==> config.mk <==
export PLATFORM = sky130hd
export DESIGN_NAME = rename_top
export DESIGN_NICKNAME = d
export VERILOG_FILES = /design/src/hw/rename_pkg.sv /design/src/hw/inst_decode.sv /design/src/hw/free_list.sv /design/src/hw/rename_table.sv /design/src/hw/retire_map.sv /design/src/hw/rename_top.sv
export SDC_FILE = /design/constraint.sdc
export NUM_CORES = 1
export LEC_CHECK = 0
export BUFFER_PORTS_ARGS = -buffer_cell sky130_fd_sc_hd__buf_4
export CAP_MARGIN = 5
export CORE_ASPECT_RATIO = 1.5
export CORE_MARGIN = 1.5
export CORE_UTILIZATION = 52
export CTS_BUF_LIST = sky130_fd_sc_hd__clkbuf_4 sky130_fd_sc_hd__clkbuf_8 sky130_fd_sc_hd__clkbuf_16
export DETAILED_ROUTE_END_ITERATION = 8
export HOLD_SLACK_MARGIN = 0.02
export PLACE_DENSITY_LB_ADDON = 0.25
export SKIP_LAST_GASP = 1
export SLEW_MARGIN = 40
export SYNTH_ARGS = -nofsm -noshare
export SYNTH_HDL_FRONTEND = slang
export SYNTH_SLANG_ARGS = --single-unit
==> constraint.sdc <==
create_clock -name clk -period 14.4 [get_ports clk]
set_clock_uncertainty 0.1 [all_clocks]
set_input_delay 0 -clock clk [delete_from_list [all_inputs] [get_ports clk]]
set_output_delay 0 -clock clk [all_outputs]
set_load 0.01 [all_outputs]
==> src/hw/rename_pkg.sv <==
package rename_pkg;

    localparam int NUM_ARCH = 32;                // RV32I integer registers

    typedef logic [4:0] arch_reg_t;
    typedef logic [5:0] phys_reg_t;              // Wide enough for up to 64 physical registers

    // RV32I major opcodes, bits 6:0 of the instruction
    typedef enum logic [6:0] {
        opc_illegal = 7'b0000000,
        opc_load    = 7'b0000011,
        opc_op_imm  = 7'b0010011,
        opc_auipc   = 7'b0010111,
        opc_store   = 7'b0100011,
        opc_op      = 7'b0110011,
        opc_lui     = 7'b0110111,
        opc_branch  = 7'b1100011,
        opc_jalr    = 7'b1100111,
        opc_jal     = 7'b1101111
    } rv_opcode_e;

    typedef struct packed {
        rv_opcode_e opcode;
        arch_reg_t  rs1;
        arch_reg_t  rs2;
        arch_reg_t  rd;
        logic       uses_rs1;
        logic       uses_rs2;
        logic       writes_rd;                   // Already low for rd == x0
    } decoded_uop_t;

    typedef struct packed {
        rv_opcode_e opcode;
        arch_reg_t  rd;
        phys_reg_t  prs1;                        // Physical 0 when the source is unused
        phys_reg_t  prs2;
        phys_reg_t  prd;
        phys_reg_t  old_prd;                     // Mapping of rd before this uop
        logic       writes_rd;
    } renamed_uop_t;

    // In-order retirement of one renamed uop
    typedef struct packed {
        arch_reg_t rd;
        phys_reg_t prd;
        phys_reg_t old_prd;
        logic      writes_rd;
    } commit_t;

endpackage

==> src/hw/inst_decode.sv <==
`timescale 1ns/1ps

module inst_decode
    import rename_pkg::*;
(
    input  logic         clk,
    input  logic         rst,
    input  logic         flush,
    input  logic         inst_valid,
    input  logic [31:0]  inst,
    output logic         inst_ready,
    output logic         dec_valid,
    output decoded_uop_t dec_uop,
    input  logic         dec_ready
);

    rv_opcode_e   opc;
    decoded_uop_t dec_next;
    logic         use1;
    logic         use2;
    logic         wr;

    assign opc = rv_opcode_e'(inst[6:0]);

    // Register use by major opcode
    always_comb begin
        use1 = 1'b0;
        use2 = 1'b0;
        wr   = 1'b0;
        dec_next.opcode = opc;
        case (opc)
            opc_op: begin
                use1 = 1'b1;
                use2 = 1'b1;
                wr   = 1'b1;
            end
            opc_branch, opc_store: begin
                use1 = 1'b1;
                use2 = 1'b1;
            end
            opc_op_imm, opc_load, opc_jalr: begin
                use1 = 1'b1;
                wr   = 1'b1;
            end
            opc_lui, opc_auipc, opc_jal: wr = 1'b1;
            default: dec_next.opcode = opc_illegal;   // Unknown encodings use nothing
        endcase
        dec_next.rs1       = inst[19:15];
        dec_next.rs2       = inst[24:20];
        dec_next.rd        = inst[11:7];
        dec_next.uses_rs1  = use1;
        dec_next.uses_rs2  = use2;
        dec_next.writes_rd = wr && (inst[11:7] != '0);  // x0 is never renamed
    end

    // One-entry stage, refills when empty or drained downstream
    assign inst_ready = !flush && (!dec_valid || dec_ready);

    always_ff @(posedge clk) begin
        if (rst || flush) begin
            dec_valid <= 1'b0;
        end else if (!dec_valid || dec_ready) begin
            dec_valid <= inst_valid;
        end
        if (inst_valid && inst_ready) begin
            dec_uop <= dec_next;
        end
    end

endmodule

==> src/hw/free_list.sv <==
`timescale 1ns/1ps

module free_list
    import rename_pkg::*;
#(
    parameter int NUM_PHYS = 64
) (
    input  logic      clk,
    input  logic      rst,
    input  logic      flush,
    input  logic      alloc_req,
    output phys_reg_t alloc_preg,
    output logic      empty,
    input  logic      free_valid,
    input  phys_reg_t free_preg,
    input  logic      commit_alloc
);

    // Registers beyond the architectural set; a power of two so the pointers wrap freely
    localparam int DEPTH  = NUM_PHYS - NUM_ARCH;
    localparam int IDX_W  = $clog2(DEPTH);
    localparam int PHYS_W = $clog2(NUM_PHYS);

    logic [PHYS_W-1:0] entries [DEPTH];

    // Extra top bit separates a full list from an empty one
    logic [IDX_W:0] wr_ptr;                      // Free side, commits push here
    logic [IDX_W:0] alloc_ptr;                   // Speculative read side
    logic [IDX_W:0] commit_ptr;                  // Read side as seen by retirement
    logic [IDX_W:0] commit_ptr_next;
    logic [IDX_W:0] occupancy;

    assign occupancy  = wr_ptr - alloc_ptr;
    assign empty      = (occupancy == '0);
    assign alloc_preg = phys_reg_t'(entries[alloc_ptr[IDX_W-1:0]]);

    // A commit in the flush cycle is part of the restored state
    assign commit_ptr_next = commit_ptr + {{IDX_W{1'b0}}, commit_alloc};

    always_ff @(posedge clk) begin
        if (rst) begin
            wr_ptr     <= (IDX_W+1)'(DEPTH);    // Starts full
            alloc_ptr  <= '0;
            commit_ptr <= '0;
            for (int i = 0; i < DEPTH; i++) begin
                entries[i] <= PHYS_W'(NUM_ARCH + i);
            end
        end else begin
            commit_ptr <= commit_ptr_next;

            if (flush) begin
                alloc_ptr <= commit_ptr_next;   // Drop every speculative allocation
            end else if (alloc_req) begin
                alloc_ptr <= alloc_ptr + 1'b1;
            end

            // Returned register is visible to allocation from the next cycle
            if (free_valid) begin
                entries[wr_ptr[IDX_W-1:0]] <= free_preg[PHYS_W-1:0];
                wr_ptr <= wr_ptr + 1'b1;
            end
        end
    end

endmodule

==> src/hw/rename_table.sv <==
`timescale 1ns/1ps

module rename_table
    import rename_pkg::*;
#(
    parameter int NUM_PHYS = 64
) (
    input  logic                       clk,
    input  logic                       rst,
    input  logic                       flush,
    input  logic                       dec_valid,
    input  decoded_uop_t               dec_uop,
    output logic                       dec_ready,
    output logic                       alloc_req,
    input  phys_reg_t                  alloc_preg,
    input  logic                       empty,
    input  phys_reg_t [NUM_ARCH-1:0]   committed_map,
    output logic                       out_valid,
    output renamed_uop_t               out_uop,
    input  logic                       out_ready
);

    localparam int PHYS_W = $clog2(NUM_PHYS);

    logic [PHYS_W-1:0] spec_map [NUM_ARCH];     // Speculative arch to phys map
    renamed_uop_t      ren_next;
    logic              stage_open;
    logic              accept;

    assign stage_open = !out_valid || out_ready;

    // A destination needs a free register, sources never stall
    assign dec_ready = !flush && stage_open && (!dec_uop.writes_rd || !empty);
    assign accept    = dec_valid && dec_ready;
    assign alloc_req = accept && dec_uop.writes_rd;

    // Lookups see the map before this uop's own update
    always_comb begin
        ren_next.opcode    = dec_uop.opcode;
        ren_next.rd        = dec_uop.rd;
        ren_next.prs1      = dec_uop.uses_rs1 ? phys_reg_t'(spec_map[dec_uop.rs1]) : '0;
        ren_next.prs2      = dec_uop.uses_rs2 ? phys_reg_t'(spec_map[dec_uop.rs2]) : '0;
        ren_next.prd       = dec_uop.writes_rd ? alloc_preg : '0;
        ren_next.old_prd   = dec_uop.writes_rd ? phys_reg_t'(spec_map[dec_uop.rd]) : '0;
        ren_next.writes_rd = dec_uop.writes_rd;
    end

    always_ff @(posedge clk) begin
        if (rst) begin
            out_valid <= 1'b0;
            for (int i = 0; i < NUM_ARCH; i++) begin
                spec_map[i] <= PHYS_W'(i);       // Identity map
            end
        end else if (flush) begin
            out_valid <= 1'b0;
            for (int i = 0; i < NUM_ARCH; i++) begin
                spec_map[i] <= committed_map[i][PHYS_W-1:0];
            end
        end else begin
            if (alloc_req) begin
                spec_map[dec_uop.rd] <= alloc_preg[PHYS_W-1:0];
            end
            if (stage_open) begin
                out_valid <= accept;
            end
        end
    end

    // Payload only, qualified by out_valid
    always_ff @(posedge clk) begin
        if (accept) begin
            out_uop <= ren_next;
        end
    end

endmodule

==> src/hw/retire_map.sv <==
`timescale 1ns/1ps

module retire_map
    import rename_pkg::*;
#(
    parameter int NUM_PHYS = 64
) (
    input  logic                     clk,
    input  logic                     rst,
    input  logic                     commit_valid,
    input  commit_t                  commit,
    output phys_reg_t [NUM_ARCH-1:0] committed_map,
    output logic                     free_valid,
    output phys_reg_t                free_preg,
    output logic                     commit_alloc
);

    localparam int PHYS_W = $clog2(NUM_PHYS);

    logic [PHYS_W-1:0] arch_map [NUM_ARCH];     // Non-speculative arch to phys map
    logic              retire_wr;

    assign retire_wr = commit_valid && commit.writes_rd;

    // The previous mapping is dead once its successor retires
    assign free_valid   = retire_wr;
    assign free_preg    = commit.old_prd;
    assign commit_alloc = retire_wr;

    // Forward the commit of this cycle so a flush restore includes it
    always_comb begin
        for (int i = 0; i < NUM_ARCH; i++) begin
            committed_map[i] = phys_reg_t'(arch_map[i]);
        end
        if (retire_wr) begin
            committed_map[commit.rd] = commit.prd;
        end
    end

    always_ff @(posedge clk) begin
        if (rst) begin
            for (int i = 0; i < NUM_ARCH; i++) begin
                arch_map[i] <= PHYS_W'(i);
            end
        end else if (retire_wr) begin
            arch_map[commit.rd] <= commit.prd[PHYS_W-1:0];
        end
    end

endmodule

==> src/hw/rename_top.sv <==
`timescale 1ns/1ps

module rename_top
    import rename_pkg::*;
#(
    parameter int NUM_PHYS = 64
) (
    input  logic         clk,
    input  logic         rst,
    input  logic         flush,
    input  logic         inst_valid,
    input  logic [31:0]  inst,
    output logic         inst_ready,
    output logic         out_valid,
    output renamed_uop_t out_uop,
    input  logic         out_ready,
    input  logic         commit_valid,
    input  commit_t      commit
);

    // Decode to rename handshake
    logic         dec_valid;
    logic         dec_ready;
    decoded_uop_t dec_uop;

    // Allocation side of the free list
    logic         alloc_req;
    phys_reg_t    alloc_preg;
    logic         empty;

    // Retirement side
    phys_reg_t [NUM_ARCH-1:0] committed_map;
    logic                     free_valid;
    phys_reg_t                free_preg;
    logic                     commit_alloc;

    inst_decode u_decode (
        .clk        (clk),
        .rst        (rst),
        .flush      (flush),
        .inst_valid (inst_valid),
        .inst       (inst),
        .inst_ready (inst_ready),
        .dec_valid  (dec_valid),
        .dec_uop    (dec_uop),
        .dec_ready  (dec_ready)
    );

    rename_table #(.NUM_PHYS(NUM_PHYS)) u_rename (
        .clk           (clk),
        .rst           (rst),
        .flush         (flush),
        .dec_valid     (dec_valid),
        .dec_uop       (dec_uop),
        .dec_ready     (dec_ready),
        .alloc_req     (alloc_req),
        .alloc_preg    (alloc_preg),
        .empty         (empty),
        .committed_map (committed_map),
        .out_valid     (out_valid),
        .out_uop       (out_uop),
        .out_ready     (out_ready)
    );

    free_list #(.NUM_PHYS(NUM_PHYS)) u_free_list (
        .clk          (clk),
        .rst          (rst),
        .flush        (flush),
        .alloc_req    (alloc_req),
        .alloc_preg   (alloc_preg),
        .empty        (empty),
        .free_valid   (free_valid),
        .free_preg    (free_preg),
        .commit_alloc (commit_alloc)
    );

    retire_map #(.NUM_PHYS(NUM_PHYS)) u_retire (
        .clk           (clk),
        .rst           (rst),
        .commit_valid  (commit_valid),
        .commit        (commit),
        .committed_map (committed_map),
        .free_valid    (free_valid),
        .free_preg     (free_preg),
        .commit_alloc  (commit_alloc)
    );

endmodule

==> results of run 1 <==
-- per-layer routing --
metal	wire, um	up-vias	GRT usage [%]	share of wire, %
met5	13	-	0	0.013
met4	6690	2	18.7	6.7
met3	7590	293	5.52	7.7
met2	51500	1200	53.0	52
met1	33300	11410	33.9	34
li1	-	9725	-	-
-- cells by family after synthesis --
group	after synthesis	share of synthesized area, %
adders and majority gates	12	0.439
muxes	385	19.4
AOI/OAI and AO/OA	348	6.88
buffers and inverters	254	3.06
DFF	663	57.5
xor gates and xnor gates	15	0.384
and+or+nand+nor	774	12.4
-- synth_stat cells (48+ instances only) --
cell	n	area [sq um]
a21oi_1	60	300
o22ai_1	48	300
clkbuf_1	166	623
nand2_1	118	443
edfxtp_1	638	19200
nor3_1	54	270
and2_1	145	907
mux2i_1	163	1630
nor2_1	106	398
or2_2	49	307
mux4_2	216	4860
o21ai_0	64	320
or3_1	131	820
nand2b_1	58	363
-- metrics by stage --
step	hold WS, ns	util, %	total power (uW)
floorplan	-0.00113	-	2550
global placement	0.0806	54.1	2710
detailed placement	0.0797	54.3	2720
CTS	0.0266	58.7	4490
global route	0.0769	58.7	4590
finish	0.0423	58.7	4480
-- registers in the layout (all words and copies together), names as in the netlist, named ones only --
| signal | count |
|---|---|
| u_decode.dec_uop | 25 |
| u_decode.dec_valid | 1 |
| u_free_list.alloc_ptr | 6 |
| u_free_list.commit_ptr | 6 |
| u_free_list.entries | 192 |
| u_free_list.wr_ptr | 6 |
| u_rename.out_uop | 37 |
| u_rename.out_valid | 1 |
| u_rename.spec_map | 192 |
| u_retire.arch_map | 192 |
-- area by class of cell --
class	instances	area, sq um
clock inverter	33	333
multi-input combinational	1534	13600
tap	877	1100
inverter	30	113
antenna	1	2.50
clock buffer	85	1880
sequential	663	19700
fill	5141	27000
timing repair buffer	197	1690
-- power by group through the flow --
stage / combinational [uW] / sequential (uW) / clock [uW]
finish: 442 / 2260 / 1780
global route: 461 / 2270 / 1860
CTS: 436 / 2260 / 1790
detailed placement: 421 / 2300 / 0
global placement: 410 / 2300 / 0
floorplan: 279 / 2270 / 0
-- path summary, 6_finish.rpt --
kind / start / slack (ns) / to
max: u_free_list.wr_ptr[3]$_SDFFE_PP0P_ / 9.93 / u_rename.spec_map[14][5]$_DFFE_PP_
min: inst_valid / 0.04 / u_decode.dec_valid$_SDFFE_PP0N_
max reg2reg: u_free_list.wr_ptr[3]$_SDFFE_PP0P_ / 9.93 / u_rename.spec_map[14][5]$_DFFE_PP_
min reg2reg: u_decode.dec_uop[23]$_SDFFCE_PN0P_ / 0.32 / u_rename.out_uop[35]$_DFFE_PN_
-- timing repair --
item,CTS,global route
hold endpoints to repair,339,0
resized for setup,0,0
hold buffers,66,0
-- worst register-to-register path: stages, from the launching register on --
cell	delay, ns
dfxtp_1	0.66
ha_1	0.38
nor2_1	0.15
o2bb2ai_1	0.11
a21o_1	0.19
buf_4	0.23
a211oi_1	0.64
nand3b_1	0.71
o21ai_0	0.92
==> impl_metrics.tcl, run 1 <==
set metrics [dict create \
    status "completed" \
    grt_max_degree 79 \
    min_path_cells 3 \
    final_common_cell "edfxtp_1" \
    vdd_drop_max_mv 0.109 \
    avgSynthCellArea_sq_um 14.0 \
    synth.distinct_cells 63 \
    htree_num_levels 3 \
    period_share_pct 31.0 \
    ant_nets 0 \
    clkLatencyLatePin_ns 0.64 \
    leakage_uw 0.0129 \
    max-cap-violations 0 \
    num_rows 115 \
    cp_max_fo 16 \
    p_sw_uw 1080 \
    portBuffers 84 \
    start_util_pct 52.4 \
    grt_overflow 0 \
    cts.clk_slew.worst_paths_ns 0.06 \
    core-area_sq_um 65300 \
    cts_root_buf "clkbuf_16" \
    io_pins 95 \
    slowest_delay_ns 0.92 \
    power_switching_share_pct 24.1 \
    die_area_sq_um 67300 \
    synth_seq_cells 663 \
    routed_wl_um 99200 \
    layout.cells.non_filler 3420 \
    final_area_sq_um 38400 \
    drive_above_1_share_pct 21.6 \
    hold_class "primary input to flip-flop" \
    vias 22630 \
    cp_num_buf_inv 1 \
    finalSetupViolCount 0 \
    grt_pass1_wl_um 147000 \
    rsz0062_at_grt "no" \
    cts_buffer_depth 3 \
    clock_sinks 663 \
    cp_slowest_cell "o21ai_0" \
    slew_headroom_pct 41.5 \
    post-route-drc-count 0 \
    grtUsageTotal_pct 30.2 \
    crit_arrival_ns 4.63 \
    path_depth 8 \
    postPlaceCellArea_sq_um 35500 \
    hold_violations 0 \
    area_growth_pct 12.2 \
    synth-edff-count 638 \
    dp_hpwl_um 67100 \
    final_max_slew_viol_count 0 \
    p_seq_share_pct 50.5 \
    synth_nets 2519 \
    worstSetupEndpointType "flip-flop" \
    tritoncts.num_buffers 66 \
    path_delay_family "compound AO/OA/AOI/OAI gates" \
    layout_common_cells "638 x edfxtp_1, 216 x mux4_2, 162 x mux2i_1" \
    r2r_cells 8 \
    p_int_uw 3400 \
    setup_tns_ns 0 \
    cp_cell_sequence "ha_1 -> nor2_1 -> o2bb2ai_1 -> a21o_1 -> buf_4 -> a211oi_1 -> nand3b_1 -> o21ai_0" \
    final_net_count 2560 \
    syn_inst 2451 \
    die_h_um 317 \
    power_density_nw_per_um2 117 \
    place_ws_ns 9.98 \
    p_comb_share_pct 9.9 \
    dr.first_iter.drc_count 2402 \
    yosys_warnings 0 \
    first_pass_iters 6 \
    antenna_found_initial 2 \
    placedCellCount 3232 \
    postCtsSetupBuffers 0 \
    critPathKind "flip-flop to flip-flop" \
    async_reset_ff_share_pct 0 \
    fin_ws_ns 9.93 \
    seq_area_frac_synth_pct 57.5 \
    cts_tree "built" \
    die_x_um 212 \
    via_per_inst 6.62 \
    worst_slew_pin_slew_ns 0.878 \
    p_clk_share_pct 39.6 \
    netlist_area_sq_um 34200 \
    critPathRequiredTime_ns 14.56 \
    place_congestion 0.941 \
    fmax_mhz 224 \
    post_drt_wl_per_cell_um 29.0 \
    ys.flop_type "edfxtp_1" \
    grt_pass1_vias 22682 \
    critPathLaunchType "flip-flop" \
    min_period_ns 4.47 \
]
Note: power is estimated with default switching activity, not from simulation.
==> run 2, diff against run 1 <==
clock period = 3.8 ns   (was 14.4 ns; I/O delays follow)
==> run 2 against run 1 <==
  * Die area unchanged
  * Total power rose to 3.8 times the previous value
  * Wire length down 0.65%
  * Sequential power rose to 3.8 times the previous value
  * Flip-flop and latch count unchanged
  * Non-clock buffer count up 36
  * Clock power rose to 3.8 times the previous value
  * Fmax up 31%
  * Core utilization up 0.63 points
  * Setup slack worse by 9.5 ns
  * Largest power group unchanged
==> impl_metrics.tcl, run 2 (same netlist as run 1, synthesis figures left out) <==
set metrics [dict create \
    crit_arrival_ns 3.57 \
    layout_common_cells "638 x edfxtp_1, 216 x mux4_2, 162 x mux2i_1" \
    place_congestion 0.963 \
    status "completed" \
    period_share_pct 89.9 \
    grtUsageTotal_pct 29.8 \
    drive_above_1_share_pct 22.2 \
    grt_pass1_wl_um 145000 \
    die_area_sq_um 67300 \
    vdd_drop_max_mv 0.464 \
    r2r-end "u_rename.spec_map[3][2]$_DFFE_PP_" \
    hold_violations 0 \
    final_net_count 2597 \
    setup_tns_ns 0 \
    first_pass_iters 7 \
    die_x_um 212 \
    critPathLaunchType "flip-flop" \
    max-cap-violations 0 \
    path_depth 10 \
    cts.clk_slew.worst_paths_ns 0.06 \
    start_util_pct 52.4 \
    cts_tree "built" \
    cp_slowest_cell "o21ai_0" \
    portBuffers 84 \
    reg_top3 "u_free_list.entries x192, u_rename.spec_map x192, u_retire.arch_map x192" \
    rsz0062_at_grt "no" \
    worst_slew_pin_slew_ns 0.813 \
    io_pins 95 \
    tritoncts.num_buffers 67 \
    cts-resized-gates 0 \
    grt_max_degree 116 \
    clock_sinks 663 \
    cp_cell_sequence "inv_1 -> ha_1 -> nor2_1 -> o2bb2ai_1 -> a21o_1 -> a211oi_1 -> buf_4 -> nand3_1 -> buf_4 -> o21ai_0" \
    place_ws_ns 0.415 \
    num_rows 115 \
    dr.first_iter.drc_count 2139 \
    antenna_found_initial 1 \
    whs_endpoint "u_free_list.wr_ptr[5]$_SDFFE_PP1P_" \
    cts_root_buf "clkbuf_16" \
    cp_max_fo 8 \
    post-route-drc-count 0 \
    ant_nets 0 \
    finalSetupViolCount 0 \
    reg2reg_setup_slack_ns 0.38 \
    rr_startpoint "u_free_list.alloc_ptr[3]$_SDFFE_PP0N_" \
    slew_headroom_pct 45.2 \
    fin_ws_ns 0.383 \
    fillers 5121 \
    final_common_cell "edfxtp_1" \
    cts_buffer_depth 3 \
    slowest_delay_ns 0.61 \
    dp_hpwl_um 68500 \
    fmax_mhz 293 \
    final_max_slew_viol_count 0 \
    leakage_uw 0.0131 \
    postCtsSetupBuffers 0 \
    clkLatencyLatePin_ns 0.64 \
    power_density_nw_per_um2 439 \
    vias 22512 \
    min_from "commit_valid" \
    min_path_cells 5 \
    critPathKind "flip-flop to flip-flop" \
    grt_pass1_vias 22716 \
    grt_overflow 0 \
    crit_top_cell "buf_4" \
    path_delay_family "compound AO/OA/AOI/OAI gates" \
    via_per_inst 6.50 \
    critPathRequiredTime_ns 3.95 \
    post_drt_wl_per_cell_um 28.5 \
    min_period_ns 3.42 \
    area_growth_pct 13.4 \
    die_h_um 317 \
    routed_wl_um 98500 \
    r2r_cells 10 \
    htree_num_levels 3 \
    cp_num_buf_inv 3 \
    core-area_sq_um 65300 \
    hold_class "primary input to flip-flop" \
    worstSetupEndpointType "flip-flop" \
]
run 2: worst max-delay path by stage:
stage / from / to / slack (ns)
2_1_floorplan: u_free_list.alloc_ptr[3]$_SDFFE_PP0N_ / u_rename.out_uop[0]$_DFFE_PN_ / 0.32
3_3_place_gp: u_free_list.alloc_ptr[3]$_SDFFE_PP0N_ / u_rename.spec_map[3][1]$_DFFE_PP_ / 0.48
3_5_place_dp: u_free_list.alloc_ptr[3]$_SDFFE_PP0N_ / u_rename.spec_map[7][3]$_DFFE_PP_ / 0.42
4_1_cts: u_free_list.alloc_ptr[3]$_SDFFE_PP0N_ / u_rename.spec_map[7][3]$_DFFE_PP_ / 0.40
5_1_grt: u_free_list.alloc_ptr[3]$_SDFFE_PP0N_ / u_rename.spec_map[3][2]$_DFFE_PP_ / 0.21
6_report: u_free_list.alloc_ptr[3]$_SDFFE_PP0N_ / u_rename.spec_map[3][2]$_DFFE_PP_ / 0.38
run 2: what timing repair did:
action | 4_1_cts | 5_1_grt
setup endpoints to repair | 0 | 0
hold endpoints to repair | 347 | 0
hold buffers | 69 | 0
run 2: final cells by class:
| class | count | area (sq um) | share of cell area (%) |
|---|---|---|---|
| Antenna cell | 1 | 2.50 | 0.00645 |
| Clock buffer | 80 | 1810 | 4.67 |
| Clock inverter | 43 | 407 | 1.05 |
| Inverter | 30 | 113 | 0.290 |
| Multi-Input combinational cell | 1534 | 13600 | 34.9 |
| Sequential cell | 663 | 19700 | 50.7 |
| Tap cell | 877 | 1100 | 2.83 |
| Timing Repair Buffer | 233 | 2130 | 5.50 |
run 2: power breakdown:
part           internal [uW]  total (uW)  switching, uW  leakage, uW
registers               8360        8590            230      0.00626
clock network           3840        6710           2870      0.00108
logic                    701        1710           1010      0.00576
total                  12900       17000           4110       0.0131
run 2: worst register-to-register path: cells and delay by family (launching register included):
kind | cells | cell delay [ns]
AND/OR/NAND/NOR | 2 | 0.38
AO/OA/AOI/OAI | 4 | 1.33
flip-flops | 1 | 0.38
adder cells (fa/ha/maj) | 1 | 0.35
buffers and inverters | 3 | 0.50
run 2: through the flow:
step                power, uW  cell area, sq um  hold slack [ns]  std cells  util [%]
finish                  17000             38800            0.120       3461      59.4
global route            17400             38800            0.148       3460      59.4
CTS                     17100             38800            0.102       3459      59.3
detailed placement      10400             35900           0.0795       3267      54.9
global placement        10300             35800           0.0803       3266      54.8
floorplan                9670             34200         -0.00113       2451         -
run 2: routing by layer:
metal | GRT usage [%] | up-vias | wire length [um]
met4 | 18.9 | 2 | 6760
met3 | 4.33 | 317 | 6860
met5 | 0 | - | 12
met2 | 54.2 | 1121 | 52000
li1 | - | 9800 | -
met1 | 32.6 | 11272 | 32900
==> run 3, diff against run 2 <==
ABC_AREA = 1   (was not set)
PLACE_DENSITY = 0.8   (was not set)
PLACE_DENSITY_LB_ADDON = not set   (was 0.25)
==> run 3 against run 2 <==
  * Clock power shrank 1%
  * Sequential share of layout area shrank 0.99 points
  * Non-clock buffer count is 7 lower
  * Synthesized cell count is 69% higher
  * Highest routed layer is now met4
==> impl_metrics.tcl, run 3 <==
set metrics [dict create \
    final_max_slew_viol_count 0 \
    first_pass_iters 8 \
    synth.most_common_cell "nand2_1" \
    synth_nets 4205 \
    total_power_uw 17200 \
    hold_class "primary input to flip-flop" \
    setup_tns_ns 0 \
    synth_area_leader_cell "edfxtp_1" \
    netlist_area_sq_um 35500 \
    synth_top_cell_area_share_pct 54.0 \
    die_x_um 216 \
    leakage_uw 0.0152 \
    post_drt_wl_per_cell_um 22.2 \
    period_share_pct 86.9 \
    seq_area_frac_synth_pct 55.4 \
    layout_common_cells "1319 x nand2_1, 638 x edfxtp_1, 523 x nor2_1" \
    vdd_drop_max_mv 0.357 \
    core-area_sq_um 67600 \
    p_seq_share_pct 50.1 \
    p_clk_share_pct 38.6 \
    portBuffers 84 \
    synth.distinct_cells 41 \
    critPathLaunchType "flip-flop" \
    grt_overflow 0 \
    die_h_um 323 \
    cts_tree "built" \
    syn_inst 4137 \
    fmax_mhz 303 \
    ys.flop_type "edfxtp_1" \
    grt_max_degree 110 \
    grt_pass1_wl_um 170000 \
    antenna_cells 0 \
    cts.clk_slew.worst_paths_ns 0.06 \
    worstSetupEndpointType "flip-flop" \
    fin_ws_ns 0.499 \
    synth_common_cells "1319 x nand2_1, 638 x edfxtp_1, 527 x nor2_1" \
    critPathKind "flip-flop to flip-flop" \
    fin_util_pct 58.5 \
    cts_root_buf "clkbuf_16" \
    dp_hpwl_um 71400 \
    reg_top3 "u_free_list.entries x192, u_rename.spec_map x192, u_retire.arch_map x192" \
    async_reset_ff_share_pct 0 \
    yosys_warnings 0 \
    power_switching_share_pct 25.9 \
    reg2reg_setup_slack_ns 0.50 \
    die_area_sq_um 69900 \
    drive_above_1_share_pct 7.51 \
    routed_wl_um 113000 \
    p_comb_share_pct 11.3 \
    place_ws_ns 0.729 \
    critPathRequiredTime_ns 4.05 \
    place_congestion 1.04 \
    via_per_inst 6.14 \
    antenna_found_initial 0 \
    cp_max_fo 8 \
    avgSynthCellArea_sq_um 8.58 \
    postCtsSetupBuffers 0 \
    rsz0062_at_grt "no" \
    final_net_count 4225 \
    grt_pass1_vias 29812 \
    start_util_pct 52.5 \
    ant_nets 0 \
    status "completed" \
    crit_arrival_ns 3.55 \
    p_sw_uw 4450 \
    num_rows 117 \
    final_area_sq_um 39500 \
    area_growth_pct 11.4 \
    synth-edff-count 638 \
    worst_slew_pin_slew_ns 0.943 \
    clock_sinks 663 \
    grtUsageTotal_pct 32.3 \
    max-cap-violations 0 \
    io_pins 95 \
    synth_area_leaders "edfxtp_1 54%, nand2_1 14%, nand3_1 6.4%" \
    tritoncts.num_buffers 61 \
    clkLatencyLatePin_ns 0.66 \
    cts_buffer_depth 3 \
    hold_violations 0 \
    post-route-drc-count 0 \
    power_density_nw_per_um2 434 \
    finalSetupViolCount 0 \
    min_period_ns 3.30 \
    vias 31320 \
    p_int_uw 12700 \
    dr.first_iter.drc_count 4377 \
    htree_num_levels 2 \
    slew_headroom_pct 36.8 \
    final_common_cell "nand2_1" \
    synth_seq_cells 663 \
    postPlaceCellArea_sq_um 36600 \
]
==> run 3: cell types whose count changed in the layout (fill, tap and decap cells not counted), moves of 144 or more <==
cell,previous run,this run
nand2_1,118,1319
mux2i_1,162,0
and2_1,144,0
inv_1,27,183
nand3_1,20,454
mux4_2,216,0
nor2_1,106,523
==> run 3: what timing repair did <==
action                    CTS  global route
resized for setup           0             0
hold buffers               75             0
hold endpoints to repair  425             0
==> run 3: stage by stage <==
step	hold slack, ns	instances
final	0.0794	5100
after global routing	0.0879	5100
after CTS	0.0328	5099
after detailed placement	0.0793	4910
after global placement	0.0825	4910
after floorplan	-0.00113	4137
==> run 3: critical path, cell delays in order (launching register included) <==
cell and delay, ns:
edfxtp_1 0.58, inv_1 0.14, nor2_4 0.11, clkinv_1 0.74, nor2_1 0.70, nand3_1 0.30
nand2_1 0.31
==> run 3: logic make-up after synthesis <==
family          count (synthesis)  share of synthesized area (%)
flops                         663                           55.4
simple gates                 2356                           27.0
compound gates                626                           11.2
xor+xnor                        3                         0.0741
fa+ha+maj                      12                          0.423
buf+inv                       477                           5.86
==> run 3: area by class of cell <==
class / instances / area, sq um
Clock inverter: 43 / 537
Inverter: 208 / 790
Timing Repair Buffer: 226 / 2040
Clock buffer: 71 / 1610
Tap cell: 892 / 1120
Fill cell: 5730 / 28100
Sequential cell: 663 / 19700
Multi-Input combinational cell: 2997 / 13800
==> run 3: metal layers <==
layer	global-route usage, %	part of all wire, %
met1	35.5	32
met2	54.7	48
met3	6.48	11
met4	25.2	9.0
met5	0	0
==> run 3: power groups by stage <==
stage	logic, uW	registers, uW	clock network (uW)
after floorplan	1220	8600	0
after global placement	1750	8720	0
after detailed placement	1780	8720	0
after CTS	1850	8570	6640
after global routing	2060	8620	6900
final	1930	8600	6630
==> run 3: path summary, 6_finish.rpt <==
| kind | startpoint | end | cells after the start |
|---|---|---|---|
| setup / recovery | u_decode.dec_uop[4]$_DFFE_PP_ | u_rename.spec_map[22][3]$_DFFE_PP_ | 6 |
| hold / removal | commit_valid | u_retire.arch_map[23][0]$_SDFFCE_PN1P_ | 6 |
| setup reg to reg | u_decode.dec_uop[4]$_DFFE_PP_ | u_rename.spec_map[22][3]$_DFFE_PP_ | 6 |
| hold reg to reg | u_decode.dec_uop[18]$_SDFFCE_PN0P_ | u_rename.out_uop[30]$_DFFE_PN_ | 0 |
